**config.mk**
```make
export PLATFORM = sky130hd
export DESIGN_NAME = irq_stim_gen
export DESIGN_NICKNAME = d
export VERILOG_FILES = /design/src/logic/soc_mem_pkg.sv /design/src/logic/irq_stim_gen.sv
export SDC_FILE = /design/constraint.sdc
export NUM_CORES = 1
export LEC_CHECK = 0
export ABC_AREA = 1
export BUFFER_PORTS_ARGS = -buffer_cell sky130_fd_sc_hd__clkbuf_2
export CAP_MARGIN = 20
export CORE_ASPECT_RATIO = 1.2
export CORE_MARGIN = 2
export CORE_UTILIZATION = 35
export CTS_CLUSTER_DIAMETER = 50
export DETAILED_ROUTE_END_ITERATION = 10
export GPL_ROUTABILITY_DRIVEN = 0
export SLEW_MARGIN = 10
export SYNTH_ARGS = -nofsm -noshare
export SYNTH_HDL_FRONTEND = slang
export SYNTH_SLANG_ARGS = --single-unit
```
**constraint.sdc**
```tcl
create_clock -name clk -period 1.3 [get_ports clk]
set_clock_uncertainty 0.1 [all_clocks]
set_input_delay 0.39 -clock clk [delete_from_list [all_inputs] [get_ports clk]]
set_output_delay 0.39 -clock clk [all_outputs]
set_load 0.02 [all_outputs]
```
**src/logic/soc_mem_pkg.sv**
```systemverilog
// Memory subsystem package.
// AXI4-Lite channel structs, response and decode enums, and the region map
// shared by the router, the RAMs and the top level.
package soc_mem_pkg;

  localparam int ADDR_W = 32;         // Byte address width.
  localparam int DATA_W = 32;         // One bus word per beat.
  localparam int STRB_W = DATA_W / 8; // One strobe bit per byte lane.

  localparam logic [15:0] REGION_CODE = 16'h0000; // Upper half-word of the code RAM.
  localparam logic [15:0] REGION_DATA = 16'h8000; // Upper half-word of the data RAM.

  typedef enum logic [1:0] {
    OKAY   = 2'b00,
    DECERR = 2'b11
  } axil_resp_e;

  // Result of the address decode in the router.
  typedef enum logic [1:0] {
    TGT_NONE,
    TGT_CODE,
    TGT_DATA
  } mem_target_e;

  typedef struct packed {
    logic [ADDR_W-1:0] awaddr;
    logic              awvalid;
    logic [DATA_W-1:0] wdata;
    logic [STRB_W-1:0] wstrb;
    logic              wvalid;
    logic              bready;
    logic [ADDR_W-1:0] araddr;
    logic              arvalid;
    logic              rready;
  } axil_req_t;

  typedef struct packed {
    logic              awready;
    logic              wready;
    axil_resp_e        bresp;
    logic              bvalid;
    logic              arready;
    logic [DATA_W-1:0] rdata;
    axil_resp_e        rresp;
    logic              rvalid;
  } axil_rsp_t;

  typedef struct packed {
    logic sw_irq;
    logic timer_irq;
    logic ext_irq;
  } irq_t;

endpackage

```
**src/logic/irq_stim_gen.sv**
```systemverilog
`timescale 1ns/1ps
// Interrupt stimulus generator.
// Three free-running counters drive the software, timer and external lines.
module irq_stim_gen (
  input  logic              clk,
  input  logic              rst,
  output soc_mem_pkg::irq_t irq_o
);
  logic [7:0] sw_cnt_ff;
  logic [7:0] timer_cnt_ff;
  logic [7:0] ext_cnt_ff;
  logic [7:0] next_sw;
  logic [7:0] next_timer;
  logic [7:0] next_ext;

  always_comb begin
    next_sw    = sw_cnt_ff + 8'd1;
    next_timer = timer_cnt_ff + 8'd2; // Runs twice as fast.
    next_ext   = ext_cnt_ff + 8'd1;

    irq_o.sw_irq    = sw_cnt_ff[4];    // Period of 32 cycles.
    irq_o.timer_irq = timer_cnt_ff[5]; // Period of 32 cycles, from 2n.
    irq_o.ext_irq   = ext_cnt_ff[6];   // Period of 128 cycles.
  end

  always_ff @(posedge clk) begin
    if (!rst) begin
      sw_cnt_ff    <= '0;
      timer_cnt_ff <= '0;
      ext_cnt_ff   <= '0;
    end else begin
      sw_cnt_ff    <= next_sw;
      timer_cnt_ff <= next_timer;
      ext_cnt_ff   <= next_ext;
    end
  end

endmodule

```
==> summary.json, run 1 <==
{
  "synthesis_stage_register_bit_count": {"value": 17},
  "tritoncts_num_sinks": {"value": 17},
  "synth_adder_area_share": {"value": 5.42, "unit": "%"},
  "synth_warnings": {"value": 0},
  "detailed_place.area": {"value": 707, "unit": "um2"},
  "io_pins": {"value": 5},
  "dp_hpwl": {"value": 743, "unit": "um"},
  "max_cap_viol_count": {"value": 0},
  "worstSetupEndpoint": {"value": "irq_o[0]"},
  "portBuffers": {"value": 4},
  "fmaxAchievable": {"value": 787, "unit": "MHz"},
  "path_cells": {"value": "clkbuf_4"},
  "fp.coreArea": {"value": 1850, "unit": "um2"},
  "clock_insertion_delay_worst_skew": {"value": 280, "unit": "ps"},
  "largest_family_of_logic_cells_by_synthesized_area": {"value": "simple AND/OR/NAND/NOR gates"},
  "yosysTopAreaCellShare": {"value": 49.1, "unit": "%"},
  "antenna_violations_before_repair": {"value": 0},
  "groute.usage.overall": {"value": 10.3, "unit": "%"},
  "setup_violations": {"value": 0},
  "r2r_slack": {"value": 170, "unit": "ps"},
  "wl": {"value": 979, "unit": "um"},
  "max-clock-path-buffers": {"value": 2},
  "cellPowerDensity": {"value": 1180, "unit": "nW/um2"},
  "detail_route.wl_per_cell": {"value": 8.82, "unit": "um"},
  "holdCritPathClass": {"value": "input port to flip-flop"},
  "stdcell_area": {"value": 752, "unit": "um2"},
  "final.period_utilization": {"value": 97.7, "unit": "%"},
  "clock_tree.root_cell": {"value": "sky130_fd_sc_hd__clkbuf_4"},
  "power.total": {"value": 0.889, "unit": "mW"},
  "timing.final.max_slew_violations": {"value": 0},
  "tritoncts.num_buffers": {"value": 3},
  "tritoncts": {"value": "done"},
  "worst-r2r-cell-count": {"value": 6},
  "arrival": {"value": 780, "unit": "ps"},
  "startpoint_types": {"value": "flip-flop"},
  "number_of_global_route_vias_before_repair": {"value": 459},
  "worst_path_dominant_cell_family": {"value": "flip-flops"},
  "synth-seq-area-share": {"value": 49.1, "unit": "%"},
  "diodes": {"value": 0},
  "worst_setup_hold_path_clk_slew": {"value": 100, "unit": "ps"},
  "critical_path.n_buffers_inverters": {"value": 1},
  "cp_slowest_cell": {"value": "sky130_fd_sc_hd__dfxtp_2"},
  "final_period_minus_worst_setup_slack": {"value": 1270, "unit": "ps"},
  "p_leak": {"value": 0.327, "unit": "nW"},
  "synth_compound_gate_area_share": {"value": 6.50, "unit": "%"},
  "synthToLayoutAreaGrowth": {"value": 8.48, "unit": "%"},
  "drc_errors": {"value": 0},
  "worst_ir_drop_vdd": {"value": 0.000503, "unit": "V"},
  "drt_iter0_drc": {"value": 6},
  "yosysTopAreaCell": {"value": "sky130_fd_sc_hd__dfxtp_1"},
  "viasPerCell": {"value": 4.50},
  "htree_levels": {"value": 1},
  "critPathRequiredTime": {"value": 810, "unit": "ps"},
  "synth-simple-area-share": {"value": 25.8, "unit": "%"},
  "cell_depth_of_the_worst_setup_path": {"value": 1},
  "synthesis.area": {"value": 693, "unit": "um2"},
  "yosys.area_share.xor_xnor": {"value": 1.26, "unit": "%"},
  "synthDistinctLibCells": {"value": 20},
  "finalHoldViolations": {"value": 0},
  "crit_path_max_fanout": {"value": 2},
  "final_layout_size_suffix_gt1_share": {"value": 17.4, "unit": "%"},
  "synthesis.instances": {"value": 87},
  "gr-total-overflow": {"value": 0},
  "detailroute.via_count": {"value": 500},
  "die_height": {"value": 52.8, "unit": "um"},
  "critPathLaunch": {"value": "ext_cnt_ff[6]"},
  "slew-limit-headroom": {"value": 86.9, "unit": "%"},
  "worstSetupEndpointType": {"value": "output port"},
  "yosys-mux-area-fraction": {"value": 0, "unit": "%"},
  "worst_r2r_startpoint": {"value": "ext_cnt_ff[0]"},
  "die-width": {"value": 44.6, "unit": "um"},
  "postSynthAreaPerCell": {"value": 7.97, "unit": "um2"},
  "final_cells": {"value": 111},
  "synth_top_cells_by_area": {"value": "sky130_fd_sc_hd__dfxtp_1 49%, sky130_fd_sc_hd__nand2_1 8.1%, sky130_fd_sc_hd__nor2_1 6.5%"},
  "route.antenna.remaining_nets": {"value": 0},
  "critPathMaxStageDelay": {"value": 340, "unit": "ps"},
  "grt_pass1_wl": {"value": 1.77, "unit": "mm"},
  "num-nets-final": {"value": 98},
  "path_class": {"value": "flip-flop to output port"},
  "dpl.cell_count": {"value": 106},
  "initial_core_util": {"value": 37.5, "unit": "%"},
  "mappedNetlistNets": {"value": 92},
  "grt_max_degree": {"value": 10},
  "num_rows": {"value": 17},
  "whs_path_depth": {"value": 3},
  "drt_first_pass_iters": {"value": 4},
  "die_area": {"value": 2350, "unit": "um2"},
  "endpoint_of_the_worst_slack_reg_to_reg_timing_path": {"value": "ext_cnt_ff[6]"},
  "result_of_the_run": {"value": "finished clean"},
  "fin_worst_hold_slack": {"value": 331, "unit": "ps"},
  "timing_worst_slew_pin_value": {"value": 197, "unit": "ps"}
}
==> area by class of cell <==
cell class / count / area, um2
Clock buffer: 4 / 26.3
Sequential cell: 17 / 344
Timing Repair Buffer: 5 / 35.0
Inverter: 14 / 52.6
Fill cell: 199 / 1100
Tap cell: 19 / 23.8
Multi-Input combinational cell: 52 / 270
==> synth_stat cells (all sizes together) <==
| library cell | number |
|---|---|
| dfxtp | 17 |
| nand2 | 16 |
| buf | 4 |
| nor3 | 2 |
| nor2 | 14 |
| clkinv | 2 |
| inv | 12 |
| nand3 | 5 |
| nand3b | 1 |
| ha | 3 |
| nand4 | 1 |
| o21ai | 3 |
| xnor2 | 1 |
| a21oi | 6 |
==> worst min-delay path: stages <==
cell and delay, ps:
sky130_fd_sc_hd__clkbuf_2 170, sky130_fd_sc_hd__nand2_1 90, sky130_fd_sc_hd__inv_1 30
==> worst min-delay path by stage <==
stage / end / from
2_1_floorplan: ext_cnt_ff[0] / ext_cnt_ff[0]
3_3_place_gp: timer_cnt_ff[1] / timer_cnt_ff[1]
3_5_place_dp: ext_cnt_ff[0] / ext_cnt_ff[0]
4_1_cts: sw_cnt_ff[1] / rst
5_1_grt: ext_cnt_ff[1] / rst
6_report: timer_cnt_ff[2] / rst
==> registers in the layout (all words and copies together) (netlist names) <==
name,flops
ext_cnt_ff,7
timer_cnt_ff,5
sw_cnt_ff,5
==> power by group <==
part           switching (mW)  internal, mW
combinational          0.0303        0.0208
sequential             0.0169         0.544
clock                   0.158         0.119
==> placed cells by master, fill, tap and decap left out <==
cell / n
sky130_fd_sc_hd__ha_1: 3
sky130_fd_sc_hd__nor2_1: 12
sky130_fd_sc_hd__nand3b_1: 1
sky130_fd_sc_hd__nand2_2: 1
sky130_fd_sc_hd__nor2_4: 1
sky130_fd_sc_hd__dfxtp_1: 14
sky130_fd_sc_hd__nor2_2: 1
sky130_fd_sc_hd__o21ai_0: 2
sky130_fd_sc_hd__nand4_1: 1
sky130_fd_sc_hd__a21oi_1: 6
sky130_fd_sc_hd__nor3_2: 1
sky130_fd_sc_hd__clkbuf_2: 1
sky130_fd_sc_hd__nor3_1: 1
sky130_fd_sc_hd__dfxtp_2: 3
sky130_fd_sc_hd__inv_2: 1
sky130_fd_sc_hd__nand2_1: 15
sky130_fd_sc_hd__nand3_1: 5
sky130_fd_sc_hd__inv_1: 11
sky130_fd_sc_hd__clkinv_1: 2
sky130_fd_sc_hd__clkbuf_1: 1
sky130_fd_sc_hd__clkbuf_4: 4
sky130_fd_sc_hd__xnor2_1: 1
sky130_fd_sc_hd__buf_4: 3
sky130_fd_sc_hd__o21ai_1: 1
==> per-stage QoR <==
step | TNS [ps] | util, % | setup WS (ps)
2_1_floorplan | 0 | - | 274
3_3_place_gp | 0 | 38.2 | 193
3_5_place_dp | 0 | 38.2 | 173
4_1_cts | 0 | 40.2 | 0.0775
5_1_grt | -0.121 | 40.6 | -0.121
6_report | 0 | 40.6 | 29.4
==> routing by layer <==
metal | global-route usage (%) | up-vias | routed length [um]
met5 | 0 | - | 0
met4 | 6.06 | 0 | 18
met3 | 2.07 | 2 | 26
met2 | 16.7 | 5 | 470
met1 | 12.2 | 217 | 464
li1 | - | 276 | -
==> logic make-up after synthesis <==
logic type      after synthesis
compound gates                9
fa+ha+maj                     3
simple gates                 39
flops                        17
buf+inv                      18
xor+xnor                      1
==> what timing repair did <==
item                       CTS  global route
setup endpoints to repair    3             3
hold buffers                 0             0
cloned                       0             0
gates resized for setup      5             3
setup buffers                0             1
Power figures use the tool's default switching activity.
==> run 2, diff against run 1 <==
--- a/config.mk
+++ b/config.mk
@@ -8,12 +8,15 @@
 export ABC_AREA = 1
 export BUFFER_PORTS_ARGS = -buffer_cell sky130_fd_sc_hd__clkbuf_2
 export CAP_MARGIN = 20
+export CELL_PAD_IN_SITES_DETAIL_PLACEMENT = 0
+export CELL_PAD_IN_SITES_GLOBAL_PLACEMENT = 1
 export CORE_ASPECT_RATIO = 1.2
 export CORE_MARGIN = 2
 export CORE_UTILIZATION = 35
 export CTS_CLUSTER_DIAMETER = 50
 export DETAILED_ROUTE_END_ITERATION = 10
 export GPL_ROUTABILITY_DRIVEN = 0
+export PLACE_DENSITY_LB_ADDON = 0.1
 export SLEW_MARGIN = 10
 export SYNTH_ARGS = -nofsm -noshare
 export SYNTH_HDL_FRONTEND = slang
==> constraint.sdc (replaced) <==
create_clock -name clk -period 1.6 [get_ports clk]
set_clock_uncertainty 0.1 [all_clocks]
set_input_delay 0.48 -clock clk [delete_from_list [all_inputs] [get_ports clk]]
set_output_delay 0.48 -clock clk [all_outputs]
set_load 0.02 [all_outputs]
==> run 2 against run 1 <==
Against the previous run:
- critical path depth is the same
- count of clock-buffer cells in the layout shrank 1
- worst setup slack gained 170 ps
- critical endpoint unchanged
==> summary.json, run 2 (synthesis results as in run 1) <==
{
  "portBuffers": {"value": 4, "change": "unchanged"},
  "detailed_place.area": {"value": 707, "unit": "um2", "change": "unchanged"},
  "tritoncts": {"value": "done"},
  "antenna_violations_before_repair": {"value": 0, "change": "unchanged"},
  "largest_register_ff_count": {"value": 7, "change": "unchanged"},
  "path_cells": {"value": "clkbuf_2"},
  "holdCritPathClass": {"value": "flip-flop to flip-flop"},
  "slew-limit-headroom": {"value": 86.7, "unit": "%", "change": "-0.19 points"},
  "critPathRequiredTime": {"value": 1020, "unit": "ps", "change": "+210 ps"},
  "worst_path_dominant_cell_family": {"value": "flip-flops"},
  "power.sequential.fraction": {"value": 63.0, "unit": "%", "change": "about the same"},
  "dp_hpwl": {"value": 733, "unit": "um", "change": "-1.3%"},
  "max_cap_viol_count": {"value": 0, "change": "unchanged"},
  "drt_iter0_drc": {"value": 5, "change": "-1"},
  "crit_path_max_fanout": {"value": 3, "change": "+1"},
  "startpoint_types": {"value": "flip-flop"},
  "mostFrequentLayoutCells": {"value": "17 x sky130_fd_sc_hd__dfxtp_1, 15 x sky130_fd_sc_hd__nand2_1, 12 x sky130_fd_sc_hd__nor2_1, 11 x sky130_fd_sc_hd__inv_1, 6 x sky130_fd_sc_hd__a21oi_1"},
  "worstSetupEndpointType": {"value": "output port"},
  "arrival": {"value": 820, "unit": "ps", "change": "+40 ps"},
  "tritoncts.num_buffers": {"value": 3, "change": "unchanged"},
  "globalRouteMet3Util": {"value": 3.10, "unit": "%", "change": "+1.0 points"},
  "viasPerCell": {"value": 4.47, "change": "-0.71%"},
  "clockPowerShare": {"value": 31.4, "unit": "%", "change": "+0.3 points"},
  "drt_first_pass_iters": {"value": 3, "change": "-1"},
  "die_height": {"value": 52.8, "unit": "um", "change": "unchanged"},
  "use_met2": {"value": 18.4, "unit": "%", "change": "+1.7 points"},
  "cellPowerDensity": {"value": 985, "unit": "nW/um2", "change": "-17%"},
  "final_period_minus_worst_setup_slack": {"value": 1400, "unit": "ps"},
  "grt_pass1_wl": {"value": 1.80, "unit": "mm", "change": "+1.9%"},
  "result_of_the_run": {"value": "finished clean"},
  "drc_errors": {"value": 0, "change": "unchanged"},
  "grt_max_degree": {"value": 11, "change": "+1"},
  "switch_share": {"value": 23.7, "unit": "%", "change": "+0.70 points"},
  "detail_route.wl_per_cell": {"value": 8.83, "unit": "um", "change": "about the same"},
  "rsz0062_at_grt": {"value": "false"},
  "cp_slowest_cell": {"value": "sky130_fd_sc_hd__dfxtp_1"},
  "grt_busiest_layer": {"value": "met2"},
  "clock_tree.root_cell": {"value": "sky130_fd_sc_hd__clkbuf_4"},
  "clock_insertion_delay_worst_skew": {"value": 280, "unit": "ps", "change": "about the same"},
  "top_register": {"value": "ext_cnt_ff"},
  "power.total": {"value": 0.723, "unit": "mW", "change": "-19%"},
  "timing.setup.tns": {"value": 0, "unit": "ps", "change": "unchanged"},
  "met1_usage": {"value": 11.7, "unit": "%", "change": "-0.48 points"},
  "timing.final.max_slew_violations": {"value": 0, "change": "unchanged"},
  "power.share.combinational": {"value": 5.7, "unit": "%", "change": "about the same"},
  "number_of_global_route_vias_before_repair": {"value": 452, "change": "-1.5%"},
  "postCtsSetupBuffers": {"value": 0, "change": "unchanged"},
  "htree_levels": {"value": 1, "change": "unchanged"},
  "die_area": {"value": 2350, "unit": "um2", "change": "unchanged"},
  "r2r_slack": {"value": 470, "unit": "ps", "change": "+300 ps"},
  "tritoncts_num_sinks": {"value": 17, "change": "unchanged"},
  "p_leak": {"value": 0.321, "unit": "nW", "change": "-1.9%"},
  "detailroute.via_count": {"value": 492, "change": "-1.6%"},
  "synthToLayoutAreaGrowth": {"value": 5.96, "unit": "%"},
  "top_regs": {"value": "ext_cnt_ff x7, sw_cnt_ff x5, timer_cnt_ff x5"},
  "cts_repair_resize_count": {"value": 0, "change": "-5"},
  "path_class": {"value": "flip-flop to output port"},
  "num_rows": {"value": 17, "change": "unchanged"},
  "fp.coreArea": {"value": 1850, "unit": "um2", "change": "unchanged"},
  "finalHoldViolations": {"value": 0, "change": "unchanged"},
  "initial_core_util": {"value": 37.5, "unit": "%", "change": "unchanged"},
  "total_switching_power": {"value": 0.172, "unit": "mW", "change": "-16%"},
  "num-nets-final": {"value": 97, "change": "-1.0%"},
  "gr-total-overflow": {"value": 0, "change": "unchanged"},
  "groute.usage.overall": {"value": 10.8, "unit": "%", "change": "+0.54 points"},
  "critical_path.n_buffers_inverters": {"value": 1, "change": "unchanged"},
  "timing_worst_slew_pin_value": {"value": 200, "unit": "ps", "change": "+2.86 ps"},
  "worst_setup_hold_path_clk_slew": {"value": 100, "unit": "ps", "change": "about the same"},
  "worst_ir_drop_vdd": {"value": 0.000490, "unit": "V", "change": "-2.4%"},
  "internal_power": {"value": 0.552, "unit": "mW", "change": "-19%"},
  "final_util": {"value": 39.7, "unit": "%", "change": "-0.95 points"},
  "final_layout_size_suffix_gt1_share": {"value": 14.3, "unit": "%", "change": "-3.1 points"},
  "die-width": {"value": 44.6, "unit": "um", "change": "unchanged"},
  "critPathMaxStageDelay": {"value": 360, "unit": "ps", "change": "+20 ps"},
  "io_pins": {"value": 5, "change": "unchanged"},
  "ctsHoldBuffers": {"value": 0, "change": "unchanged"},
  "max-clock-path-buffers": {"value": 2, "change": "unchanged"},
  "most_common_cell_after_layout_fill_and_taps_aside": {"value": "sky130_fd_sc_hd__dfxtp_1"},
  "wl": {"value": 971, "unit": "um", "change": "-0.82%"},
  "final.period_utilization": {"value": 87.7, "unit": "%"},
  "setup_violations": {"value": 0, "change": "unchanged"},
  "diodes": {"value": 0, "change": "unchanged"},
  "fmaxAchievable": {"value": 713, "unit": "MHz"},
  "stdcell_area": {"value": 734, "unit": "um2", "change": "-2.3%"},
  "route.antenna.remaining_nets": {"value": 0, "change": "unchanged"}
}
## run 2: cell types whose count changed in the layout (fill, tap and decap cells not counted), sizes merged
cell,change
buf,-3
clkbuf,+1
clkinv,+1
## run 2: final timing paths
check | from | endpoint | cells after the start
max reg2reg | ext_cnt_ff[1] | ext_cnt_ff[6] | 6
min | ext_cnt_ff[4] | ext_cnt_ff[4] | 2
min reg2reg | ext_cnt_ff[4] | ext_cnt_ff[4] | 2
max | ext_cnt_ff[6] | irq_o[0] | 1
## run 2: power by group through the flow
stage	combinational [mW]	sequential, mW	clock (mW)
2_1_floorplan	0.0358	0.463	0
3_3_place_gp	0.0414	0.466	0
3_5_place_dp	0.0418	0.466	0
4_1_cts	0.0422	0.456	0.240
5_1_grt	0.0492	0.459	0.261
6_report	0.0411	0.455	0.227
## run 2: per-layer routing
metal | vias up | share of wire, % | wire, um
met4 | 0 | 1.3 | 13
li1 | 275 | - | -
met1 | 212 | 50 | 485
met3 | 2 | 2.3 | 22
met2 | 3 | 46 | 449
met5 | - | 0 | 0
## run 2: metrics by stage
step	cells	setup slack (ps)	hold WS [ps]
final	110	197	350
after global routing	110	136	367
after CTS	110	176	352
after detailed placement	106	397	336
after global placement	106	458	332
after floorplan	87	563	317
## run 2: area by class of cell
cell class	count	area, um2
sequential	17	340
tap	19	23.8
timing repair buffer	4	20.0
inverter	14	52.6
multi-input combinational	52	270
clock inverter	1	5.00
fill	209	1120
clock buffer	3	22.5
