==> src/logic/soc_mem_pkg.sv <==
// Memory subsystem package.
// AXI4-Lite channel structs, response and decode enums, and the region map
// shared by the router, the RAMs and the top level.
package soc_mem_pkg;

  localparam int ADDR_W = 32;         // Byte address width.
  localparam int DATA_W = 32;         // One bus word per beat.
  localparam int STRB_W = DATA_W / 8; // One strobe bit per byte lane.

  localparam logic [15:0] REGION_CODE = 16'h0000; // Upper half-word of the code RAM.
  localparam logic [15:0] REGION_DATA = 16'h8000; // Upper half-word of the data RAM.

  typedef enum logic [1:0] {
    OKAY   = 2'b00,
    DECERR = 2'b11
  } axil_resp_e;

  // Result of the address decode in the router.
  typedef enum logic [1:0] {
    TGT_NONE,
    TGT_CODE,
    TGT_DATA
  } mem_target_e;

  typedef struct packed {
    logic [ADDR_W-1:0] awaddr;
    logic              awvalid;
    logic [DATA_W-1:0] wdata;
    logic [STRB_W-1:0] wstrb;
    logic              wvalid;
    logic              bready;
    logic [ADDR_W-1:0] araddr;
    logic              arvalid;
    logic              rready;
  } axil_req_t;

  typedef struct packed {
    logic              awready;
    logic              wready;
    axil_resp_e        bresp;
    logic              bvalid;
    logic              arready;
    logic [DATA_W-1:0] rdata;
    axil_resp_e        rresp;
    logic              rvalid;
  } axil_rsp_t;

  typedef struct packed {
    logic sw_irq;
    logic timer_irq;
    logic ext_irq;
  } irq_t;

endpackage

==> src/logic/axil_addr_router.sv <==
`timescale 1ns/1ps
// AXI4-Lite address router for the code and data RAMs.
// Steers each request to one RAM by address, answers unmapped addresses
// with DECERR and merges the responses back onto the target port.
module axil_addr_router #(
  parameter int CODE_WORDS = 1024,
  parameter int DATA_WORDS = 2048
) (
  input  logic                   clk,
  input  logic                   rst,
  input  soc_mem_pkg::axil_req_t s_req_i,
  output soc_mem_pkg::axil_rsp_t s_rsp_o,
  output soc_mem_pkg::axil_req_t code_req_o,
  input  soc_mem_pkg::axil_rsp_t code_rsp_i,
  output soc_mem_pkg::axil_req_t data_req_o,
  input  soc_mem_pkg::axil_rsp_t data_rsp_i
);
  soc_mem_pkg::mem_target_e rd_tgt;
  soc_mem_pkg::mem_target_e wr_tgt;
  soc_mem_pkg::mem_target_e rd_tgt_ff;
  soc_mem_pkg::mem_target_e wr_tgt_ff;

  logic       rd_pend_ff;
  logic       wr_pend_ff;
  logic [1:0] ram_up_ff;
  logic       err_ok;
  logic       ar_ready;
  logic       aw_ready;
  logic       rd_hs;
  logic       wr_hs;
  logic       rd_done;
  logic       wr_done;

  function automatic soc_mem_pkg::mem_target_e decode_addr(
    input logic [soc_mem_pkg::ADDR_W-1:0] addr
  );
    int word_idx;
    word_idx = int'(addr[15:2]);
    if (addr[31:16] == soc_mem_pkg::REGION_CODE && word_idx < CODE_WORDS) begin
      return soc_mem_pkg::TGT_CODE;
    end
    if (addr[31:16] == soc_mem_pkg::REGION_DATA && word_idx < DATA_WORDS) begin
      return soc_mem_pkg::TGT_DATA;
    end
    return soc_mem_pkg::TGT_NONE;
  endfunction

  always_comb begin
    rd_tgt = decode_addr(s_req_i.araddr);
    wr_tgt = decode_addr(s_req_i.awaddr);
    err_ok = &ram_up_ff; // Error replies wait for both clear sweeps.

    // Payload goes to both RAMs, only the chosen one sees valid.
    code_req_o = s_req_i;
    data_req_o = s_req_i;
    code_req_o.arvalid = s_req_i.arvalid && !rd_pend_ff && (rd_tgt == soc_mem_pkg::TGT_CODE);
    data_req_o.arvalid = s_req_i.arvalid && !rd_pend_ff && (rd_tgt == soc_mem_pkg::TGT_DATA);
    code_req_o.awvalid = s_req_i.awvalid && !wr_pend_ff && (wr_tgt == soc_mem_pkg::TGT_CODE);
    data_req_o.awvalid = s_req_i.awvalid && !wr_pend_ff && (wr_tgt == soc_mem_pkg::TGT_DATA);
    code_req_o.wvalid  = s_req_i.wvalid && !wr_pend_ff && (wr_tgt == soc_mem_pkg::TGT_CODE);
    data_req_o.wvalid  = s_req_i.wvalid && !wr_pend_ff && (wr_tgt == soc_mem_pkg::TGT_DATA);
    code_req_o.rready  = s_req_i.rready && (rd_tgt_ff == soc_mem_pkg::TGT_CODE);
    data_req_o.rready  = s_req_i.rready && (rd_tgt_ff == soc_mem_pkg::TGT_DATA);
    code_req_o.bready  = s_req_i.bready && (wr_tgt_ff == soc_mem_pkg::TGT_CODE);
    data_req_o.bready  = s_req_i.bready && (wr_tgt_ff == soc_mem_pkg::TGT_DATA);

    ar_ready = 1'b0;
    if (!rd_pend_ff) begin
      case (rd_tgt)
        soc_mem_pkg::TGT_CODE: ar_ready = code_rsp_i.arready;
        soc_mem_pkg::TGT_DATA: ar_ready = data_rsp_i.arready;
        default:               ar_ready = err_ok;
      endcase
    end

    aw_ready = 1'b0;
    if (!wr_pend_ff) begin
      case (wr_tgt)
        soc_mem_pkg::TGT_CODE: aw_ready = code_rsp_i.awready;
        soc_mem_pkg::TGT_DATA: aw_ready = data_rsp_i.awready;
        default:               aw_ready = err_ok && s_req_i.awvalid && s_req_i.wvalid;
      endcase
    end

    s_rsp_o.arready = ar_ready;
    s_rsp_o.awready = aw_ready;
    s_rsp_o.wready  = aw_ready;

    // Responses follow the target recorded at the handshake.
    case (rd_tgt_ff)
      soc_mem_pkg::TGT_CODE: begin
        s_rsp_o.rvalid = code_rsp_i.rvalid;
        s_rsp_o.rdata  = code_rsp_i.rdata;
        s_rsp_o.rresp  = code_rsp_i.rresp;
      end
      soc_mem_pkg::TGT_DATA: begin
        s_rsp_o.rvalid = data_rsp_i.rvalid;
        s_rsp_o.rdata  = data_rsp_i.rdata;
        s_rsp_o.rresp  = data_rsp_i.rresp;
      end
      default: begin
        s_rsp_o.rvalid = rd_pend_ff; // Local DECERR one cycle after AR.
        s_rsp_o.rdata  = '0;
        s_rsp_o.rresp  = soc_mem_pkg::DECERR;
      end
    endcase

    case (wr_tgt_ff)
      soc_mem_pkg::TGT_CODE: begin
        s_rsp_o.bvalid = code_rsp_i.bvalid;
        s_rsp_o.bresp  = code_rsp_i.bresp;
      end
      soc_mem_pkg::TGT_DATA: begin
        s_rsp_o.bvalid = data_rsp_i.bvalid;
        s_rsp_o.bresp  = data_rsp_i.bresp;
      end
      default: begin
        s_rsp_o.bvalid = wr_pend_ff;
        s_rsp_o.bresp  = soc_mem_pkg::DECERR;
      end
    endcase
  end

  always_comb begin
    rd_hs   = s_req_i.arvalid && ar_ready;
    wr_hs   = s_req_i.awvalid && aw_ready;
    rd_done = s_rsp_o.rvalid && s_req_i.rready;
    wr_done = s_rsp_o.bvalid && s_req_i.bready;
  end

  always_ff @(posedge clk) begin
    if (!rst) begin
      rd_pend_ff <= 1'b0;
      wr_pend_ff <= 1'b0;
      rd_tgt_ff  <= soc_mem_pkg::TGT_NONE;
      wr_tgt_ff  <= soc_mem_pkg::TGT_NONE;
      ram_up_ff  <= '0;
    end else begin
      ram_up_ff <= ram_up_ff | {data_rsp_i.arready, code_rsp_i.arready}; // Sticky.
      if (rd_hs) begin
        rd_pend_ff <= 1'b1;
        rd_tgt_ff  <= rd_tgt;
      end else if (rd_done) begin
        rd_pend_ff <= 1'b0;
      end
      if (wr_hs) begin
        wr_pend_ff <= 1'b1;
        wr_tgt_ff  <= wr_tgt;
      end else if (wr_done) begin
        wr_pend_ff <= 1'b0;
      end
    end
  end

  a_one_ar_target: assert property (
    @(posedge clk) disable iff (!rst)
    !(code_req_o.arvalid && data_req_o.arvalid)
  );

  // A read response from either RAM blocks any new AR on the port.
  a_no_ar_while_r: assert property (
    @(posedge clk) disable iff (!rst)
    s_rsp_o.rvalid |-> !(s_req_i.arvalid && s_rsp_o.arready)
  );

endmodule

==> config.mk <==
export PLATFORM = sky130hd
export DESIGN_NAME = axil_addr_router
export DESIGN_NICKNAME = d
export VERILOG_FILES = /design/src/logic/soc_mem_pkg.sv /design/src/logic/axil_addr_router.sv
export SDC_FILE = /design/constraint.sdc
export NUM_CORES = 1
export LEC_CHECK = 0
export BUFFER_PORTS_ARGS = -buffer_cell sky130_fd_sc_hd__buf_2
export CAP_MARGIN = 20
export CORE_AREA = 2 2 170 172
export DETAILED_ROUTE_END_ITERATION = 12
export DIE_AREA = 0 0 172 174
export PLACE_DENSITY = 0.38
export SETUP_SLACK_MARGIN = 0.2
export SLEW_MARGIN = 10
export SYNTH_ARGS = -nofsm -noshare
export SYNTH_HDL_FRONTEND = slang
export SYNTH_SLANG_ARGS = --single-unit
export TNS_END_PERCENT = 10
==> constraint.sdc <==
create_clock -name clk -period 2.82 [get_ports clk]
set_input_delay 0.564 -clock clk [delete_from_list [all_inputs] [get_ports clk]]
set_output_delay 0.564 -clock clk [all_outputs]
set_load 0.05 [all_outputs]
==> results of run 1 <==
## cells by family (layout without fill, tap and decap cells)
group | after synthesis | after routing | share of synthesized area
muxes | 2 | 2 | 0.007353
DFF | 8 | 8 | 0.05882
and+or+nand+nor | 95 | 95 | 0.1613
adders and majority gates | 4 | 4 | 0.01838
buffers and inverters | 227 | 284 | 0.5928
AOI/OAI and AO/OA | 59 | 59 | 0.1613
## report_power, final
group,internal [mW],switching [mW]
Combinational,0.124,0.320
Sequential,0.116,0.00415
Clock,0.183,0.0596
Total,0.424,0.383
## worst max-delay path: stages
cell,delay (ps)
buf_8,100
nor4_4,250
buf_4,160
nand3_4,90
or2_4,270
a21oi_2,140
o211a_1,230
buf_6,180
## placed cells by master (no fill, tap or decap), drive strengths merged, types with 3 or more instances in the layout
| cell | instances |
|---|---|
| nor4 | 9 |
| and2 | 4 |
| ha | 4 |
| buf | 269 |
| inv | 11 |
| clkbuf | 4 |
| nand2 | 14 |
| a22oi | 32 |
| nand2b | 3 |
| nor3 | 4 |
| dfxtp | 8 |
| nor2 | 48 |
| o21ai | 5 |
| a21oi | 6 |
| nand3 | 5 |
| a221o | 4 |
## stage by stage
| step | power [mW] | worst slack [ps] | instance area (sq um) | hold slack, ps |
|---|---|---|---|---|
| floorplan | 0.9159 | 261.8 | 2728 | 454.8 |
| global placement | 0.5504 | 84.26 | 3082 | 491.7 |
| detailed placement | 0.5508 | 20.06 | 3082 | 503.4 |
| CTS | 0.8090 | 193.3 | 3202 | 508.8 |
| global route | 0.8549 | 168.6 | 3322 | 540.1 |
| finish | 0.8076 | 274.5 | 3322 | 496.2 |
## worst max-delay path by stage
stage	end	from	slack, ps	cells after the start
3_5_place_dp	s_rsp_o[40]	s_req_i[101]	20	8
3_3_place_gp	s_rsp_o[39]	s_req_i[101]	80	8
4_1_cts	s_rsp_o[35]	s_req_i[26]	190	8
6_report	s_rsp_o[39]	s_req_i[88]	270	8
5_1_grt	s_rsp_o[35]	s_req_i[29]	170	8
2_1_floorplan	data_req_o[1]	s_req_i[30]	260	4
## flip-flops by register name (all words and copies together) (netlist names)
signal	flops
rd_tgt_ff	2
ram_up_ff	2
rd_pend_ff	1
wr_tgt_ff	2
wr_pend_ff	1
## layout make-up
class / instances / area [sq um] / area share
multi-input cells: 160 / 1069 / 0.3217
clock buffers: 3 / 75.07 / 0.02260
inverters: 11 / 41.29 / 0.01243
flip-flops and latches: 8 / 160.2 / 0.04821
repair buffers: 270 / 1496 / 0.4505
well taps: 384 / 480.5 / 0.1446
## repair_timing
item | 4_1_cts | 5_1_grt
setup buffers | 0 | 1
gates resized for setup | 10 | 27
pin swaps | 2 | 8
setup endpoints to repair | 5 | 7
## per-layer routing
layer,track usage,vias up,wire [um]
met2,0.1048,215,4915
met4,0.04027,0,581
li1,-,1237,-
met1,0.06808,1172,3882
met3,0.02937,45,1384
met5,0.01003,-,0
==> impl_results.md, run 1 <==
* Outcome: finished clean
* Vias in the first global route at 2402
* Crit path DAT at 1980 ps
* Placement Rows at between 60 and 70
* Max Clk Rate at approximately 390 MHz
* Crit Path Class: in2out
* Root Driver: clkbuf_16
* Top-area cell type share of the netlist area at 0.5597
* VDD IR max at roughly 0.13 mV
* Setup Total Neg Slack at 0 ps
* Ys Warns at 0
* Clk pin slew, worst setup/hold paths at 40 ps
* Most common cell in the netlist: buf_4
* Most used flip-flop cell after synthesis: dfxtp_1
* Crit share post-route at 0.9026
* Relative slew slack at 0.7304
* Vias per inst at 3.193
* I/O pin count at 440
* Initial antenna violation count at 0
* Routed WL at ~11000 um
* R2R depth at 4
* Worst Hold Depth at 2
* Die ar. at 0.02993 sq mm
* Skew final at 1.520 ps
* Overflow after GRT at 0
* Post-route DRC at 0
* Synth cell count leaders: buf_4, nor2_1, a22oi_1
* Final Non-Filler Cells at 836
* Register area share after synthesis at 0.05882
* Max Cap Violations at 0
* Final setup fails at 0
* First-iteration detailed-routing DRC count at 75
* Worst Tran Pin Value at 400.2 ps
* Synthesized flop and latch total at 8
* Max Slew Vio Count at 0
* Synth unique cells at 32
* Post-Synthesis Net Count at approximately 600
* Die Y-Extent at between 150 and 200 um
* Type of origin of the critical path: primary input
* H-tree levels at 1
* End of the worst register-to-register path: wr_tgt_ff[0]$_SDFFE_PN0P_
* Ys async rst share at 0
* Post-synth top area cell: buf_4
* Initial Util at 0.09642
* CP endpoint kind: primary output
* CTS Sinks at 8
* Gpl congestion at 0.7215
* Post-Syn Instances at between 300 and 400
* Ant. Diodes at 0
* Hold EP: wr_tgt_ff[1]$_SDFFE_PN0P_
* Pleak at 1.564 nW
* RSZ-0062 raised after global routing: true
* TritonCTS clock tree: yes
* Min-delay src: wr_tgt_ff[1]$_SDFFE_PN0P_
* Util after Layout at 0.1176
* Area Overhead vs Synth at 22.01%
* DRT Pass-1 Iters at 4
* Final ANT Viol Nets at 0
* Layout cells sized above 1 at 0.6394
* Placed instance count at about 830
* Global-route wire length before repair at approximately 14000 um
* CORE AREA at 0.02824 sq mm
* Worst path required time at 2260 ps
* Final net count at between 600 and 700
* Clk_lat worst skew at 230 ps
* Tmin final at roughly 2500 ps
* Wire per inst at 12.88 um
* TritonCTS Buffers at 3
* Port bufs at 257
* Mapped cell area at 0.002723 sq mm
* Post-synth EDFFs at 0
* HPWL Detailed at between 9000 and 10000 um
* Die X-Extent at ~170 um
* Power per cell area at 243.1 mW/mm^2
* Clock Tree Buf Depth at 2
* Fillers at ~3400
* Hold buffers post-CTS at 0
* Via count at 2669
* Pin count of the biggest net entering global routing at 32
* Worst R2R Start: ram_up_ff[0]$_SDFF_PN0_
* Hold Fails Final Rpt at 0
* Mean Syn Cell Area at ~7 sq um
* Worst reg-to-reg setup slack at between 1000 and 1500 ps
* Worst min path class: reg2reg
* Top cells by area, synth: buf_4, a22oi_1, nor2_1, dfxtp_1, nor4_1
* Total track usage at 0.06500
* Critical-path maximum fanout at 4
(Power assumes the default switching activity.)
==> run 2: changes to the inputs <==
--- a/config.mk
+++ b/config.mk
@@ -7,9 +7,10 @@
 export LEC_CHECK = 0
 export BUFFER_PORTS_ARGS = -buffer_cell sky130_fd_sc_hd__buf_2
 export CAP_MARGIN = 20
-export CORE_AREA = 2 2 170 172
+export CORE_AREA = 2 2 171 173
+export CTS_BUF_LIST = sky130_fd_sc_hd__clkbuf_8
 export DETAILED_ROUTE_END_ITERATION = 12
-export DIE_AREA = 0 0 172 174
+export DIE_AREA = 0 0 173 175
 export PLACE_DENSITY = 0.38
 export SETUP_SLACK_MARGIN = 0.2
 export SLEW_MARGIN = 10
==> constraint.sdc (replaced) <==
create_clock -name clk -period 2.65 [get_ports clk]
set_input_delay 0.53 -clock clk [delete_from_list [all_inputs] [get_ports clk]]
set_output_delay 0.53 -clock clk [all_outputs]
set_load 0.05 [all_outputs]
==> impl_results.md, run 2 (synthesized netlist as in run 1, its figures left out) <==
* Worst reg-to-reg setup slack at 1080 ps
* Max Slew Vio Count at 0
* HPWL Detailed at a little over 9000 um
* DP Worst Slack at -81.36 ps
* Final ANT Viol Nets at 0
* Total track usage at 0.06284
* Port bufs at 257
* VDD IR max at between 0.1 and 0.15 mV
* H-tree levels at 1
* Top Registers: ram_up_ff (2), rd_tgt_ff (2), wr_tgt_ff (2)
* CTS Sinks at 8
* Vias in the first global route at 2482
* Worst path required time at between 2000 and 2500 ps
* Root Driver: clkbuf_8
* Skew final at roughly 10 ps
* Clk pin slew, worst setup/hold paths at roughly 50 ps
* Setup WS post-layout at 191.5 ps
* Hold Fails Final Rpt at 0
* Placement Rows at 62
* Via count at 2653
* RSZ-0062 raised after global routing: true
* Crit Path Class: in2out
* Global-route wire length before repair at 14460 um
* Pin count of the biggest net entering global routing at 36
* Power per cell area at 230.6 mW/mm^2
* DRT Pass-1 Iters at 4
* Initial antenna violation count at 3
* Max Clk Rate at between 400 and 500 MHz
* Gpl congestion at 0.6938
* Crit path DAT at 1930 ps
* Wire per inst at 12.64 um
* Pleak at 1.538 nW
* TritonCTS clock tree: yes
* Final setup fails at 0
* Layout cells sized above 1 at 0.6378
* CORE AREA at approximately 0.028 sq mm
* Most common cell after layout, fill and taps aside: buf_2
* Type of origin of the critical path: primary input
* TritonCTS Buffers at 3
* Die Y-Extent at between 150 and 200 um
* Final net count at 645
* Outcome: finished clean
* Die X-Extent at 173 um
* Routed WL at 10550 um
* Die ar. at 0.03028 sq mm
* Post-route DRC at 0
* Vias per inst at 3.177
* Crit share post-route at 0.9277
* Clock Tree Buf Depth at 2
* Initial Util at 0.09589
* Worst min path class: reg2reg
* Util after Layout at 0.1157
* I/O pin count at 440
* Hold buffers post-CTS at 0
* Fillers at 3341
* Relative slew slack at 0.7050
* Clk_lat worst skew at approximately 240 ps
* Area Overhead vs Synth at 20.63%
* Critical-path maximum fanout at 4
* CP endpoint kind: primary output
* Most frequent cells in the layout: buf_2, nor2_1, a22oi_1, nand2_1, buf_4
* Worst Tran Pin Value at 442.6 ps
* Tmin final at 2458 ps
* First-iteration detailed-routing DRC count at 109
* Max Cap Violations at 0
* Overflow after GRT at 0
## run 2: cell types whose count changed in the layout (fill, tap and decap cells not counted), moves of 2 or more
cell,delta
buf_2,-2
clkbuf_16,-3
clkbuf_8,+3
nor4_2,+2
## run 2: metrics by stage
stage               power [mW]  std cells  TNS [ps]  hold WS, ps  instance area, sq um
global placement        0.5872        829    -157.3        486.4                  3082
detailed placement      0.5880        829    -162.4        485.6                  3082
CTS                     0.7636        834         0        493.0                  3248
finish                  0.7575        835         0        489.8                  3284
floorplan               0.9748        395         0        454.8                  2730
global route            0.7940        834         0        534.3                  3282
## run 2: area by class of cell
| type | instances | area, sq um | area share |
|---|---|---|---|
| Antenna cell | 1 | 2.502 | 0.0007619 |
| Clock buffer | 3 | 41.29 | 0.01257 |
| Inverter | 11 | 41.29 | 0.01257 |
| Multi-Input combinational cell | 160 | 1060 | 0.3227 |
| Sequential cell | 8 | 160.2 | 0.04876 |
| Tap cell | 384 | 480.5 | 0.1463 |
| Timing Repair Buffer | 268 | 1499 | 0.4564 |
## run 2: timing repair
item | 4_1_cts | 5_1_grt
pin swaps | 5 | 1
setup endpoints to repair | 9 | 12
setup buffers | 2 | 0
hold endpoints to repair | 0 | 0
gates resized for setup | 23 | 8
cloned | 0 | 0
## run 2: critical path: stages
cell and delay, ps:
buf_8 100, nor4_4 250, buf_4 170, nand3_4 80
or2_4 250, a21oi_2 140, o211a_1 230, buf_6 180
## run 2: where the power goes
group	internal [mW]	leakage, nW	switching, mW
combinational	0.132	1.45	0.340
clock	0.0994	0.0216	0.0575
sequential	0.124	0.0652	0.00434
## run 2: worst paths after layout
check / startpoint / endpoint / depth (start not counted)
worst max register to register: ram_up_ff[1]$_SDFF_PN0_ / wr_tgt_ff[1]$_SDFFE_PN0P_ / 4
worst min-delay path: wr_tgt_ff[1]$_SDFFE_PN0P_ / wr_tgt_ff[1]$_SDFFE_PN0P_ / 2
worst min register to register: wr_tgt_ff[1]$_SDFFE_PN0P_ / wr_tgt_ff[1]$_SDFFE_PN0P_ / 2
worst max-delay path: s_req_i[88] / s_rsp_o[39] / 8
## run 2: layer usage
| metal | track usage | vias to the layer above | part of all wire |
|---|---|---|---|
| met1 | 0.06941 | 1159 | 0.38 |
| met2 | 0.09283 | 203 | 0.43 |
| li1 | - | 1240 | - |
| met3 | 0.03742 | 49 | 0.15 |
| met4 | 0.03672 | 2 | 0.049 |
| met5 | 0 | - | 0.0011 |
==> run 3: changes to the inputs <==
--- a/config.mk
+++ b/config.mk
@@ -7,11 +7,13 @@
 export LEC_CHECK = 0
 export BUFFER_PORTS_ARGS = -buffer_cell sky130_fd_sc_hd__buf_2
 export CAP_MARGIN = 20
-export CORE_AREA = 2 2 171 173
+export CELL_PAD_IN_SITES_DETAIL_PLACEMENT = 1
+export CELL_PAD_IN_SITES_GLOBAL_PLACEMENT = 1
+export CORE_AREA = 2 2 169 171
 export CTS_BUF_LIST = sky130_fd_sc_hd__clkbuf_8
 export DETAILED_ROUTE_END_ITERATION = 12
-export DIE_AREA = 0 0 173 175
-export PLACE_DENSITY = 0.38
+export DIE_AREA = 0 0 171 173
+export PLACE_DENSITY = 0.57
 export SETUP_SLACK_MARGIN = 0.2
 export SLEW_MARGIN = 10
 export SYNTH_ARGS = -nofsm -noshare
==> impl_results.md, run 3 (synthesized netlist as in run 1, its figures left out) <==
* Final Non-Filler Cells at approximately 830
* Die ar. at ~0.030 sq mm
* Clk_lat worst skew at 230 ps
* Clk pin slew, worst setup/hold paths at ~50 ps
* Vias in the first global route at 2740
* Area Overhead vs Synth at 24.40%
* Most common cell after layout, fill and taps aside: buf_2
* Global-route wire length before repair at around 16000 um
* I/O pin count at 440
* DP Worst Slack at -56.27 ps
* Post-route DRC at 0
* Pleak at ~1.6 nW
* Worst Tran Pin Value at around 430 ps
* Most frequent CP cell: buf_6
* Slowest cell on crit path: or2_4
* Via count at ~2700
* H-tree levels at 1
* Pint at around 360 uW
* Crit path DAT at about 1900 ps
* Placement Rows at between 60 and 70
* Most frequent cells in the layout: buf_2, nor2_1, a22oi_1, buf_4, nand2_1
* Power per cell area at around 230 mW/mm^2
* Worst min path class: reg2reg
* Sw Share at 0.5284
* Hold buffers post-CTS at 0
* Type of origin of the critical path: primary input
* Clock power share at 0.201
* Hold Fails Final Rpt at 0
* HPWL Detailed at 9888 um
* Switching power at between 400 and 500 uW
* Final ANT Viol Nets at 0
* Critical-path maximum fanout at 4
* First-iteration detailed-routing DRC count at 61
* Fillers at roughly 3500
* VDD IR max at 0.1351 mV
* CTS Sinks at 8
* Logic pwr share at 0.633
* Tmin final at 2447 ps
* Skew final at 4.396 ps
* Die X-Extent at 171 um
* CORE AREA at 0.02763 sq mm
* Port bufs at 257
* RSZ-0062 raised after global routing: true
* Pin count of the biggest net entering global routing at 36
* Routed WL at roughly 12000 um
* CP endpoint kind: primary output
* TritonCTS clock tree: yes
* Sequential power share at 0.165
* Final setup fails at 0
* Placed instance count at ~830
* Max Slew Vio Count at 0
* Ant. Diodes at 0
* Setup Total Neg Slack at 0 ps
* Vias per inst at 3.244
* Crit Path Class: in2out
* Initial antenna violation count at 0
* Wire per inst at 13.89 um
* DRT Pass-1 Iters at 4
* Power Total at ~770 uW
* Relative slew slack at 0.7160
* Top Registers: ram_up_ff (2), rd_tgt_ff (2), wr_tgt_ff (2)
* Crit share post-route at 0.9232
* Worst path cell trace: buf_6 -> nor4_4 -> buf_4 -> nand3_4 -> or2_4 -> a21oi_2 -> o211a_1 -> buf_6
* Crit-path max cell delay at 280 ps
* Final net count at 650
* Layout cells sized above 1 at 0.6440
* Overflow after GRT at 0
* Clock Tree Buf Depth at 2
* Total track usage at 0.07219
* Gpl congestion at 0.6809
* Setup WS post-layout at between 200 and 250 ps
* Root Driver: clkbuf_8
* TritonCTS Buffers at 3
* Initial Util at 0.09854
* Max Cap Violations at 0
* Die Y-Extent at 173 um
* Worst path required time at 2120 ps
* Max Clk Rate at slightly above 400 MHz
* Outcome: finished clean
-- run 3: cell count changes in the layout (fill, tap and decap cells not counted), sizes merged --
cell,change
diode,-1
buf,+5
-- run 3: per-layer routing --
metal / GRT usage / vias up / share of wire
met5: 0 / - / 0
met4: 0.04237 / 0 / 0.055
met3: 0.03250 / 63 / 0.12
met2: 0.1228 / 200 / 0.47
met1: 0.07215 / 1193 / 0.35
li1: - / 1246 / -
-- run 3: worst paths after layout --
path	startpoint	cells past startpoint	slack, ps	end
setup / recovery	s_req_i[91]	8	200	s_rsp_o[40]
hold / removal	wr_tgt_ff[1]$_SDFFE_PN0P_	2	510	wr_tgt_ff[1]$_SDFFE_PN0P_
setup reg to reg	ram_up_ff[1]$_SDFF_PN0_	4	1100	wr_tgt_ff[0]$_SDFFE_PN0P_
hold reg to reg	wr_tgt_ff[1]$_SDFFE_PN0P_	2	510	wr_tgt_ff[1]$_SDFFE_PN0P_
-- run 3: through the flow --
| stage | hold WS [ps] | instance area (sq um) | utilization |
|---|---|---|---|
| global route | 547.2 | 3387 | 0.1226 |
| CTS | 518.3 | 3336 | 0.1207 |
| finish | 512.3 | 3387 | 0.1226 |
| floorplan | 454.8 | 2730 | - |
| global placement | 501.7 | 3119 | 0.1129 |
| detailed placement | 511.2 | 3119 | 0.1129 |
-- run 3: power groups by stage --
stage               logic (mW)  clock network (mW)  registers [mW]
finish                   0.488               0.155           0.127
global route             0.514               0.170           0.128
CTS                      0.486               0.163           0.127
detailed placement       0.464                   0           0.129
global placement         0.461                   0           0.130
floorplan                0.846                   0           0.128
-- run 3: worst max-delay path, delay by kind of cell --
kind | cells | cell delay (ps)
AND/OR/NAND/NOR | 3 | 620
buffers and inverters | 3 | 430
AO/OA/AOI/OAI | 2 | 330
-- run 3: final cells by class --
type,instances,area (sq um),share of cell area
Sequential cell,8,160.2,0.04728
Inverter,11,41.29,0.01219
Multi-Input combinational cell,160,1097,0.3240
Tap cell,378,473.0,0.1396
Timing Repair Buffer,273,1574,0.4647
Clock buffer,3,41.29,0.01219
-- run 3: what timing repair did --
item	CTS	global route
buffers inserted	2	1
setup endpoints to repair	9	12
resized for setup	29	10
pin swaps	7	6
